--- src/common/muldiv_pkg.sv ---
package muldiv_pkg;

  // ----------------------------------------------------------
  // widths
  // ----------------------------------------------------------

  // width of operands and results
  localparam int XLEN = 32;

  // width of the transaction id issued with each request
  localparam int TRANS_ID_BITS = 3;

  // ----------------------------------------------------------
  // opcodes
  // ----------------------------------------------------------

  // multiply group in the lower half, divide group in the upper half
  typedef enum logic [2:0] {
    OP_MUL    = 3'b000,
    OP_MULH   = 3'b001,
    OP_MULHU  = 3'b010,
    OP_MULHSU = 3'b011,
    OP_DIV    = 3'b100,
    OP_DIVU   = 3'b101,
    OP_REM    = 3'b110,
    OP_REMU   = 3'b111
  } mul_op_e;

  // ----------------------------------------------------------
  // request and response
  // ----------------------------------------------------------

  // one issued request
  typedef struct packed {
    logic [TRANS_ID_BITS-1:0] trans_id;
    mul_op_e                  op;
    logic [XLEN-1:0]          operand_a;
    logic [XLEN-1:0]          operand_b;
  } fu_req_t;

  // one result, tagged with the id of its request
  typedef struct packed {
    logic [TRANS_ID_BITS-1:0] trans_id;
    logic [XLEN-1:0]          result;
  } fu_resp_t;

  // ----------------------------------------------------------
  // divider FSM
  // ----------------------------------------------------------

  // idle, load plus iterations, result waiting for the port
  typedef enum logic [1:0] {
    DIV_IDLE = 2'b00,
    DIV_RUN  = 2'b01,
    DIV_DONE = 2'b10
  } div_state_e;

endpackage

--- src/mult/mult.sv ---
module mult #(
  parameter int DIV_WIDTH = 32
) (
  input  logic                 clk_i,
  input  logic                 rst_n_i,
  // drops a running division and blocks issue
  input  logic                 flush_i,
  // request side
  input  logic                 req_valid_i,
  input  muldiv_pkg::fu_req_t  req_i,
  output logic                 req_ready_o,
  // result side, always accepted
  output logic                 resp_valid_o,
  output muldiv_pkg::fu_resp_t resp_o
);

  // opcode class of the request on the port
  logic is_mul;
  logic is_div;

  // issue valids
  logic mul_valid_op;
  logic div_valid_op;

  // multiplier result
  logic                 mul_valid;
  muldiv_pkg::fu_resp_t mul_resp;

  // divider side
  logic [DIV_WIDTH-1:0]                 div_op_a;
  logic [DIV_WIDTH-1:0]                 div_op_b;
  logic                                 div_rem;
  logic                                 div_signed;
  logic                                 div_in_rdy;
  logic                                 div_out_vld;
  logic                                 div_out_rdy;
  logic [muldiv_pkg::TRANS_ID_BITS-1:0] div_id;
  logic [DIV_WIDTH-1:0]                 div_res;

  // ----------------------------------------------------------
  // decode and issue
  // ----------------------------------------------------------

  assign is_mul = req_i.op inside {muldiv_pkg::OP_MUL, muldiv_pkg::OP_MULH,
                                   muldiv_pkg::OP_MULHU, muldiv_pkg::OP_MULHSU};
  assign is_div = req_i.op inside {muldiv_pkg::OP_DIV, muldiv_pkg::OP_DIVU,
                                   muldiv_pkg::OP_REM, muldiv_pkg::OP_REMU};

  // the unit is ready only when the divider is idle
  assign req_ready_o = div_in_rdy;

  // multiply issues on a full handshake
  assign mul_valid_op = req_valid_i && req_ready_o && !flush_i && is_mul;
  // divide handshake completes inside the divider
  assign div_valid_op = req_valid_i && !flush_i && is_div;

  // signed variants and remainder variants
  assign div_signed = req_i.op inside {muldiv_pkg::OP_DIV, muldiv_pkg::OP_REM};
  assign div_rem    = req_i.op inside {muldiv_pkg::OP_REM, muldiv_pkg::OP_REMU};

  // silence divider operands unless a division is on the port
  always_comb begin
    div_op_a = '0;
    div_op_b = '0;
    if (req_valid_i && is_div) begin
      div_op_a = req_i.operand_a[DIV_WIDTH-1:0];
      div_op_b = req_i.operand_b[DIV_WIDTH-1:0];
    end
  end

  // ----------------------------------------------------------
  // multiply pipeline
  // ----------------------------------------------------------

  multiplier i_multiplier (
    .clk_i   (clk_i),
    .rst_n_i (rst_n_i),
    .valid_i (mul_valid_op),
    .req_i   (req_i),
    .valid_o (mul_valid),
    .resp_o  (mul_resp)
  );

  // ----------------------------------------------------------
  // serial divider
  // ----------------------------------------------------------

  serdiv #(
    .WIDTH (DIV_WIDTH)
  ) i_serdiv (
    .clk_i     (clk_i),
    .rst_n_i   (rst_n_i),
    .flush_i   (flush_i),
    .in_vld_i  (div_valid_op),
    .in_rdy_o  (div_in_rdy),
    .id_i      (req_i.trans_id),
    .op_a_i    (div_op_a),
    .op_b_i    (div_op_b),
    .rem_i     (div_rem),
    .signed_i  (div_signed),
    .out_vld_o (div_out_vld),
    .out_rdy_i (div_out_rdy),
    .id_o      (div_id),
    .res_o     (div_res)
  );

  // ----------------------------------------------------------
  // output arbitration
  // ----------------------------------------------------------

  // multiplier cannot stall so it always wins the port
  assign div_out_rdy = !mul_valid;

  assign resp_valid_o = mul_valid || div_out_vld;

  always_comb begin
    if (mul_valid) begin
      resp_o = mul_resp;
    end else begin
      // divider width equals XLEN at the top level
      resp_o.trans_id = div_id;
      resp_o.result   = div_res;
    end
  end

endmodule

--- src/mult/multiplier.sv ---
module multiplier (
  input  logic                 clk_i,
  input  logic                 rst_n_i,
  // request is a multiply and was accepted
  input  logic                 valid_i,
  input  muldiv_pkg::fu_req_t  req_i,
  // result valid, two stages after valid_i
  output logic                 valid_o,
  output muldiv_pkg::fu_resp_t resp_o
);

  // operand signedness implied by the opcode
  logic a_sign;
  logic b_sign;

  // stage one registers
  logic                                     valid_s1_q;
  logic signed [muldiv_pkg::XLEN:0]         a_s1_q;
  logic signed [muldiv_pkg::XLEN:0]         b_s1_q;
  logic [muldiv_pkg::TRANS_ID_BITS-1:0]     id_s1_q;
  logic                                     high_s1_q;

  // stage two registers
  logic                                     valid_s2_q;
  logic signed [2*muldiv_pkg::XLEN+1:0]     prod_s2_q;
  logic [muldiv_pkg::TRANS_ID_BITS-1:0]     id_s2_q;
  logic                                     high_s2_q;

  // ----------------------------------------------------------
  // operand extension
  // ----------------------------------------------------------

  // mulh is signed x signed, mulhsu signed x unsigned
  // mul and mulhu treat both as unsigned, the low word is the same
  always_comb begin
    a_sign = 1'b0;
    b_sign = 1'b0;
    case (req_i.op)
      muldiv_pkg::OP_MULH: begin
        a_sign = 1'b1;
        b_sign = 1'b1;
      end
      muldiv_pkg::OP_MULHSU: begin
        a_sign = 1'b1;
      end
      default: begin
        a_sign = 1'b0;
        b_sign = 1'b0;
      end
    endcase
  end

  // ----------------------------------------------------------
  // pipeline
  // ----------------------------------------------------------

  // valid bits follow the data through both stages
  always_ff @(posedge clk_i) begin
    if (!rst_n_i) begin
      valid_s1_q <= 1'b0;
      valid_s2_q <= 1'b0;
    end else begin
      valid_s1_q <= valid_i;
      valid_s2_q <= valid_s1_q;
    end
  end

  // stage one takes the 33 bit operands and the word select
  always_ff @(posedge clk_i) begin
    if (valid_i) begin
      a_s1_q    <= {a_sign & req_i.operand_a[muldiv_pkg::XLEN-1], req_i.operand_a};
      b_s1_q    <= {b_sign & req_i.operand_b[muldiv_pkg::XLEN-1], req_i.operand_b};
      id_s1_q   <= req_i.trans_id;
      high_s1_q <= (req_i.op != muldiv_pkg::OP_MUL);
    end
  end

  // stage two holds the full 66 bit product
  always_ff @(posedge clk_i) begin
    if (valid_s1_q) begin
      prod_s2_q <= a_s1_q * b_s1_q;
      id_s2_q   <= id_s1_q;
      high_s2_q <= high_s1_q;
    end
  end

  // low word for mul, high word for the mulh variants
  assign valid_o         = valid_s2_q;
  assign resp_o.trans_id = id_s2_q;
  assign resp_o.result   = high_s2_q ? prod_s2_q[2*muldiv_pkg::XLEN-1:muldiv_pkg::XLEN]
                                     : prod_s2_q[muldiv_pkg::XLEN-1:0];

endmodule

--- src/mult/serdiv.sv ---
module serdiv #(
  parameter int WIDTH = 32
) (
  input  logic                                 clk_i,
  input  logic                                 rst_n_i,
  // drops the division in progress
  input  logic                                 flush_i,
  // input handshake
  input  logic                                 in_vld_i,
  output logic                                 in_rdy_o,
  input  logic [muldiv_pkg::TRANS_ID_BITS-1:0] id_i,
  input  logic [WIDTH-1:0]                     op_a_i,
  input  logic [WIDTH-1:0]                     op_b_i,
  // opcode pair
  input  logic                                 rem_i,
  input  logic                                 signed_i,
  // output handshake
  output logic                                 out_vld_o,
  input  logic                                 out_rdy_i,
  output logic [muldiv_pkg::TRANS_ID_BITS-1:0] id_o,
  output logic [WIDTH-1:0]                     res_o
);

  // counts the load cycle and WIDTH iterations
  localparam int CNT_BITS = $clog2(WIDTH + 1);

  muldiv_pkg::div_state_e state_q;
  muldiv_pkg::div_state_e state_d;
  logic [CNT_BITS-1:0]    cnt_q;
  logic [CNT_BITS-1:0]    cnt_d;

  logic accept;
  logic load;

  // dividend shifts out of quo_q while quotient bits shift in
  logic [WIDTH-1:0]                     quo_q;
  logic [WIDTH-1:0]                     dvs_q;
  logic [WIDTH-1:0]                     rem_q;
  logic [muldiv_pkg::TRANS_ID_BITS-1:0] id_q;
  logic                                 rem_sel_q;
  logic                                 signed_q;
  logic                                 neg_quo_q;
  logic                                 neg_rem_q;

  // one restoring step
  logic [WIDTH:0]   rem_shift;
  logic [WIDTH:0]   diff;
  logic             step_bit;
  logic [WIDTH-1:0] step_rem;

  // magnitudes of the raw operands
  logic [WIDTH-1:0] abs_a;
  logic [WIDTH-1:0] abs_b;

  assign accept = in_vld_i && (state_q == muldiv_pkg::DIV_IDLE);
  assign load   = (state_q == muldiv_pkg::DIV_RUN) && (cnt_q == '0);

  // ----------------------------------------------------------
  // control FSM
  // ----------------------------------------------------------

  always_comb begin
    state_d = state_q;
    cnt_d   = cnt_q;
    case (state_q)
      muldiv_pkg::DIV_IDLE: begin
        if (in_vld_i) begin
          state_d = muldiv_pkg::DIV_RUN;
          cnt_d   = '0;
        end
      end
      muldiv_pkg::DIV_RUN: begin
        cnt_d = cnt_q + 1'b1;
        // last iteration, result is ready next cycle
        if (cnt_q == CNT_BITS'(WIDTH)) begin
          state_d = muldiv_pkg::DIV_DONE;
        end
      end
      muldiv_pkg::DIV_DONE: begin
        // wait here while the multiplier owns the port
        if (out_rdy_i) begin
          state_d = muldiv_pkg::DIV_IDLE;
        end
      end
      default: begin
        state_d = muldiv_pkg::DIV_IDLE;
      end
    endcase
    // flush wins over everything
    if (flush_i) begin
      state_d = muldiv_pkg::DIV_IDLE;
    end
  end

  always_ff @(posedge clk_i) begin
    if (!rst_n_i) begin
      state_q <= muldiv_pkg::DIV_IDLE;
      cnt_q   <= '0;
    end else begin
      state_q <= state_d;
      cnt_q   <= cnt_d;
    end
  end

  // ----------------------------------------------------------
  // datapath
  // ----------------------------------------------------------

  assign abs_a = (signed_q && quo_q[WIDTH-1]) ? -quo_q : quo_q;
  assign abs_b = (signed_q && dvs_q[WIDTH-1]) ? -dvs_q : dvs_q;

  // bring in the next dividend bit and try the subtraction
  assign rem_shift = {rem_q, quo_q[WIDTH-1]};
  assign diff      = rem_shift - {1'b0, dvs_q};
  assign step_bit  = ~diff[WIDTH];
  assign step_rem  = step_bit ? diff[WIDTH-1:0] : rem_shift[WIDTH-1:0];

  always_ff @(posedge clk_i) begin
    if (accept) begin
      // raw operands and opcode
      quo_q     <= op_a_i;
      dvs_q     <= op_b_i;
      id_q      <= id_i;
      rem_sel_q <= rem_i;
      signed_q  <= signed_i;
    end else if (load) begin
      // divide by zero keeps the quotient at all ones
      neg_quo_q <= signed_q && (quo_q[WIDTH-1] ^ dvs_q[WIDTH-1]) && (|dvs_q);
      // remainder follows the sign of the dividend
      neg_rem_q <= signed_q && quo_q[WIDTH-1];
      quo_q     <= abs_a;
      dvs_q     <= abs_b;
      rem_q     <= '0;
    end else if (state_q == muldiv_pkg::DIV_RUN) begin
      rem_q <= step_rem;
      quo_q <= {quo_q[WIDTH-2:0], step_bit};
    end
  end

  // ----------------------------------------------------------
  // outputs
  // ----------------------------------------------------------

  assign in_rdy_o  = (state_q == muldiv_pkg::DIV_IDLE);
  assign out_vld_o = (state_q == muldiv_pkg::DIV_DONE);
  assign id_o      = id_q;

  // sign fix on the way out
  assign res_o = rem_sel_q ? (neg_rem_q ? -rem_q : rem_q)
                           : (neg_quo_q ? -quo_q : quo_q);

endmodule

--- src/muldiv_top.sv ---
module muldiv_top (
  input  logic                 clk_i,
  input  logic                 rst_n_i,
  input  logic                 flush_i,
  // request port
  input  logic                 req_valid_i,
  input  muldiv_pkg::fu_req_t  req_i,
  output logic                 req_ready_o,
  // response port, no back-pressure
  output logic                 resp_valid_o,
  output muldiv_pkg::fu_resp_t resp_o
);

  // divider runs at the full data path width
  mult #(
    .DIV_WIDTH (muldiv_pkg::XLEN)
  ) i_mult (
    .clk_i        (clk_i),
    .rst_n_i      (rst_n_i),
    .flush_i      (flush_i),
    .req_valid_i  (req_valid_i),
    .req_i        (req_i),
    .req_ready_o  (req_ready_o),
    .resp_valid_o (resp_valid_o),
    .resp_o       (resp_o)
  );

endmodule

--- config.mk ---
export PLATFORM = sky130hd
export DESIGN_NAME = muldiv_top
export DESIGN_NICKNAME = d
export VERILOG_FILES = /design/src/common/muldiv_pkg.sv /design/src/mult/mult.sv /design/src/mult/multiplier.sv /design/src/mult/serdiv.sv /design/src/muldiv_top.sv
export SDC_FILE = /design/constraint.sdc
export NUM_CORES = 2
export LEC_CHECK = 0
export BUFFER_PORTS_ARGS = -buffer_cell sky130_fd_sc_hd__clkbuf_2
export CAP_MARGIN = 20
export CELL_PAD_IN_SITES_DETAIL_PLACEMENT = 1
export CELL_PAD_IN_SITES_GLOBAL_PLACEMENT = 2
export CORE_ASPECT_RATIO = 1.1
export CORE_MARGIN = 2
export CORE_UTILIZATION = 43
export CTS_CLUSTER_SIZE = 10
export DETAILED_ROUTE_END_ITERATION = 10
export MAX_ROUTING_LAYER = met4
export PLACE_DENSITY = 0.85
export SYNTH_ARGS = -nofsm -noshare
export SYNTH_HDL_FRONTEND = slang
export SYNTH_SLANG_ARGS = --single-unit
--- constraint.sdc ---
create_clock -name clk_i -period 9.5 [get_ports clk_i]
set_input_delay 1.425 -clock clk_i [delete_from_list [all_inputs] [get_ports clk_i]]
set_output_delay 1.425 -clock clk_i [all_outputs]
set_load 0.05 [all_outputs]
# ---- After elaboration in Yosys (flattened, before gate mapping)
# Cells that the tools add are included.
dict set report classes {
  eq_ne 14
  mul 1
  n_reduce_logical 36
  bitwise 6
  addsub 5
  n_mux 24
}
# cell count
set ops {}
lappend ops {{two-way mux 32 bit} 15}
lappend ops {{negation 32 bit} 3}
lappend ops {{multiplier 33 x 33 -> 64 bit} 1}
lappend ops {{two-way mux 35 bit} 1}
lappend ops {{subtractor 33 x 32 -> 33 bit} 1}
lappend ops {{OR reduction 32 bit} 1}
lappend ops {{== test 3 bit, second input constant} 4}
lappend ops {{logical AND 1 bit} 12}
lappend ops {{case mux 6 bit (2 select lines)} 1}
lappend ops {{nonzero test 2 bit} 6}
lappend ops {{AND reduction 2 bit} 5}
lappend ops {{nonzero test 4 bit} 2}
lappend ops {{adder 6 x 1 -> 6 bit, second input constant} 1}
lappend ops {{== test 3 x 2 -> 1 bit, second input constant} 2}
lappend ops {{== test 6 bit, second input constant} 1}
lappend ops {{logical NOT 6 bit} 1}
lappend ops {{two-way mux 2 bit} 3}
lappend ops {{two-way mux 6 bit} 1}
lappend ops {{case mux 2 bit (3 select lines)} 1}
lappend ops {{nonzero test 3 bit} 2}
lappend ops {{inequality test 2 bit, second input constant} 2}
lappend ops {{OR reduction 2 bit} 2}
lappend ops {{== test 3 x 1 -> 1 bit, second input constant} 1}
lappend ops {{logical NOT 3 bit} 1}
lappend ops {{12 further kinds} 16}
dict set report totals {
  in_bits 74
  out_inout_bits 37
  word_cells 105
  ff_bits 251
}

# ---- Longest topological paths before layout
dict set report depth {
  depth_word 6
  depth_mapped 29
  ltp_nobuf 27
}

# ---- Hierarchy
# From an unflattened synthesis, not the netlist that was laid out.
dict set report hier_totals {
  cells_unflattened 5513
  area_unflattened_um2 53372.4
}
# mod area_per_inst_um2 instances seq_area_each_um2 cells_each
set by_module_without_submodules {}
lappend by_module_without_submodules {multiplier 43003.7 1 4184.0 4323}
lappend by_module_without_submodules {serdiv 9293.9 1 3253.1 1067}
lappend by_module_without_submodules {mult 1074.8 1 0.0 123}

# ---- Least setup slack after synthesis
# Ideal clock, no wire load.
dict set report synth_timing {
  path_type {flip-flop to flip-flop}
  startpoint {register i_mult.i_multiplier.a_s1_q[32] (netlist name)}
  endpoint {register i_mult.i_multiplier.prod_s2_q[63] (netlist name), data pin}
  path_stages_with_launch 26
  arrival_time_ns 7.798
  period_less_slack_ns 8.064
  slack_ns 1.436
  n_path_buf 2
  setup_time_ns 0.266
  required_time_ns 9.234
  path_cell_list {edfxtp_1 -> clkbuf_1 -> nand2_1 -> inv_1 -> fa_1 -> fa_1 -> fa_1 -> inv_1 -> fa_1 -> fa_1 -> fa_1 -> fa_1 -> fa_1 -> inv_1 -> ha_1 -> clkbuf_1 -> a21oi_1 -> o21ai_0 -> a21oi_1 -> o21ai_0 -> a21o_1 -> a2111o_1 -> a31oi_1 -> o21ai_1 -> nor4_1 -> nor3_1}
}
dict set report synth_between {
  elab_chain_len 1
}
# item line_no
set synth_lines {}
lappend synth_lines {{from (decl)} multiplier.sv:18} ;# logic signed [muldiv_pkg::XLEN:0] a_s1_q;
lappend synth_lines {{from (signal assigned)} multiplier.sv:71} ;# a_s1_q <= {a_sign & req_i.operand_a[muldiv_pkg::XLEN-1], req_i.operand_a};
lappend synth_lines {{multiplier 33 x 33 -> 64 bit} multiplier.sv:81} ;# prod_s2_q <= a_s1_q * b_s1_q;
lappend synth_lines {{to (signal assigned)} multiplier.sv:81}
lappend synth_lines {{to (decl)} multiplier.sv:25} ;# logic signed [2*muldiv_pkg::XLEN+1:0] prod_s2_q;
# Every way passes these cells.
# A chain may end at the register's enable or synchronous reset.

# ---- Worst setup path after layout
dict set report layout_timing {
  startpoint {register i_mult.i_multiplier.a_s1_q[18] (netlist name)}
  endpoint {register i_mult.i_multiplier.prod_s2_q[62] (netlist name), data pin}
}
# The elaborated chain is that of the path after synthesis.

==> run summary <==
kind of critical path - reg -> reg
critical path arrival - 9.29 ns
Synth top area share - 0.434
prevailing post-synth register cell - edfxtp_1
CP Max Fanout - 18
Min Clock Period, post-route - 8.98 ns
Startpoint Class - register
Final Slew Violations - 0
delay-heaviest family, CP - adder cells
Critical Path End Type - register
max capacitance violation total - 0
gpl congestion - 0.894
critical path's largest stage delay - 1.06 ns
first-pass GRT wire length - 251 mm
buffer and inverter count on the worst path - 4
synthesized net count - 6,820
initial antenna violation count - 8
initial core utilization - 0.434
CTS tree - done
Post-Synthesis Cells - 5,371
die area - 124,000 um^2
crit share post-route - 0.945
Final Setup Violations - 0
outcome - finished clean
row cnt - 133
#FFs+latches synth - 251
maximum root-to-sink buffer count - 3
total gr overflow - 0
vias post-DR - 37,300
DP HPWL - 132 mm
Area contributors post-synth - fa_1 43%, edfxtp_1 14%, inv_1 8.2%, and2_1 6.6%, ha_1 6.0%
GRT Util Overall - 0.273
YS warnings - 0
drt pass-1 iters - 5
routed wire length - 159 mm
vias in the first global route - 42,400
# port buffers - 110
CTS hold repair buffers - 0
CORE AREA - 120,000 um^2
drt wl/cell - 22.8 um
synthesis-to-finish area growth - 7.12%
Clock Skew - 0.0255 ns
Hold Path Class - reg -> reg
Die H - 368 um
# DRC - 0
TNS Setup - 0 ns
share of layout cells above drive strength 1 - 0.0606
Hold Fails Final Rpt - 0
crit path max-delay cell type - edfxtp_1
Chip Width - 335 um
Mean Syn Cell Area - 9.67 um^2
worst path required time - 9.81 ns
Iter 0 DRT Violations - 1,953
fin cells - 6,966
most frequent CP cell - fa_1
clock root buffer master - clkbuf_16
Slew HR - 0.240
antenna viol nets, final - 0
Ports - 111
clock sinks - 251
worst-margin pin slew - 1.14 ns
largest net degree at the start of global routing - 70
Clock Latency Late Sink - 0.59 ns
RSZ-0062 raised after global routing - no
clock slew at the register clock pins of the worst setup and hold paths - 0.06 ns
nets - 6,834
total number of H-tree levels - 1
total CTS buffers - 30
Seq/Total Area, Yosys - 0.143
fmax - 111 MHz
Mapped Area - 51,900 um^2
Synth area leader - fa_1
post-synth cell types - 81
routed vias/inst - 5.35
Post-synth EDFFs - 241
Placed Cells - 6,900
cells along the critical path - buf_4 > nand2_1 > fa_1 > fa_1 > inv_1 > fa_1 > fa_1 > fa_1 > fa_1 > fa_1 > inv_1 > fa_1 > inv_1 > ha_1 > and4_1 > nand3_1 > or3_1 > o2111ai_1 > nand2_1 > o21ai_0 > a221oi_1 > o21ai_0 > xor2_1
Async SR Flop Fraction - 0
fill count - 13,600
flip-flops by register name (all words and copies together) (netlist names), 2 cells and up:
name,cells
i_mult.i_multiplier.a_s1_q,33
i_mult.i_serdiv.id_o,3
i_mult.i_serdiv.quo_q,32
i_mult.i_multiplier.id_s1_q,3
i_mult.i_multiplier.id_s2_q,3
i_mult.i_serdiv.cnt_q,6
i_mult.i_multiplier.b_s1_q,33
i_mult.i_multiplier.prod_s2_q,64
i_mult.i_serdiv.dvs_q,32
i_mult.i_serdiv.state_q,2
i_mult.i_serdiv.rem_q,32
cell usage after synthesis (6+ instances only):
cell type	instances
dfxtp_1	10
a221oi_1	7
a221o_1	7
nor4_1	6
nand3_1	27
nand4_1	11
clkbuf_1	257
xor2_1	73
inv_1	1138
a22oi_1	29
o21a_1	21
a211oi_1	41
a21oi_1	138
nor3_1	29
a31oi_1	11
or3_1	14
o31ai_1	14
edfxtp_1	241
fa_1	1126
a21o_1	36
nand2_1	630
nor2_1	177
xnor2_1	135
nand2b_1	27
and3_1	17
mux2i_1	61
o21ai_0	122
ha_1	249
nor2b_1	45
o41ai_1	6
and2_1	549
or4_1	12
o21bai_1	8
per-stage QoR:
step	hold WS, ns	utilization	area, um^2	worst slack (ns)
after global placement	0.402	0.455	54500	0.539
after CTS	0.433	0.464	55500	0.362
final	0.429	0.465	55600	0.519
after detailed placement	0.420	0.456	54600	0.408
after floorplan	0.400	-	51900	1.44
after global routing	0.431	0.465	55600	0.135
cells by family after synthesis:
logic type | Yosys count | share of synthesized area
buf+inv | 1408 | 0.102
compound gates | 487 | 0.0602
simple gates | 1577 | 0.152
fa+ha+maj | 1375 | 0.494
flops | 251 | 0.143
mux | 65 | 0.0126
xor+xnor | 208 | 0.0351
final timing paths:
check | slack, ns | start | cells after the start | endpoint
worst max-delay path | 0.52 | i_mult.i_multiplier.a_s1_q[18] | 23 | i_mult.i_multiplier.prod_s2_q[62]
worst min-delay path | 0.43 | i_mult.i_multiplier.id_s1_q[1] | 0 | i_mult.i_multiplier.id_s2_q[1]
worst max register to register | 0.52 | i_mult.i_multiplier.a_s1_q[18] | 23 | i_mult.i_multiplier.prod_s2_q[62]
worst min register to register | 0.43 | i_mult.i_multiplier.id_s1_q[1] | 0 | i_mult.i_multiplier.id_s2_q[1]
placed cells by master, fill, tap and decap left out, drive strengths merged, types with 10 or more instances in the layout:
master,instances
dfxtp,10
nand4,12
o31ai,14
nand2,631
and2,549
or4,16
nor2,177
a211oi,41
nand3,28
inv,1139
nor2b,45
a21oi,138
ha,249
clkbuf,163
and3,17
buf,140
nand2b,27
nor3,31
edfxtp,241
or3,15
a31oi,11
o21a,21
xnor2,135
a22oi,29
o21ai,125
fa,1126
a21o,36
mux2i,61
xor2,73
per-layer routing:
metal / wire, um / vias to the layer above / global-route usage
met3: 5630 / 191 / 0.0174
met1: 66600 / 20100 / 0.350
met4: 4610 / 0 / 0.0714
met2: 81600 / 766 / 0.470
met5: 0 / - / -
li1: - / 16300 / -
what timing repair did:
| action | in CTS | in global routing |
|---|---|---|
| resized for setup | 0 | 1 |
| buffers inserted | 0 | 1 |
| setup endpoints to repair | 0 | 3 |
cell type report:
class,instances,area (um^2),area share
multi-input cells,3712,39200,0.705
flip-flops and latches,251,7440,0.134
inverters,1140,4280,0.0769
well taps,1552,1940,0.0349
repair buffers,250,1820,0.0328
clock buffers,53,888,0.0160
clock inverters,3,13.8,0.000247
diodes,5,12.5,0.000225
Power is left out: the tool's default activity adds up to more than one toggle a clock period on the data nets, which glitch-free logic cannot reach.
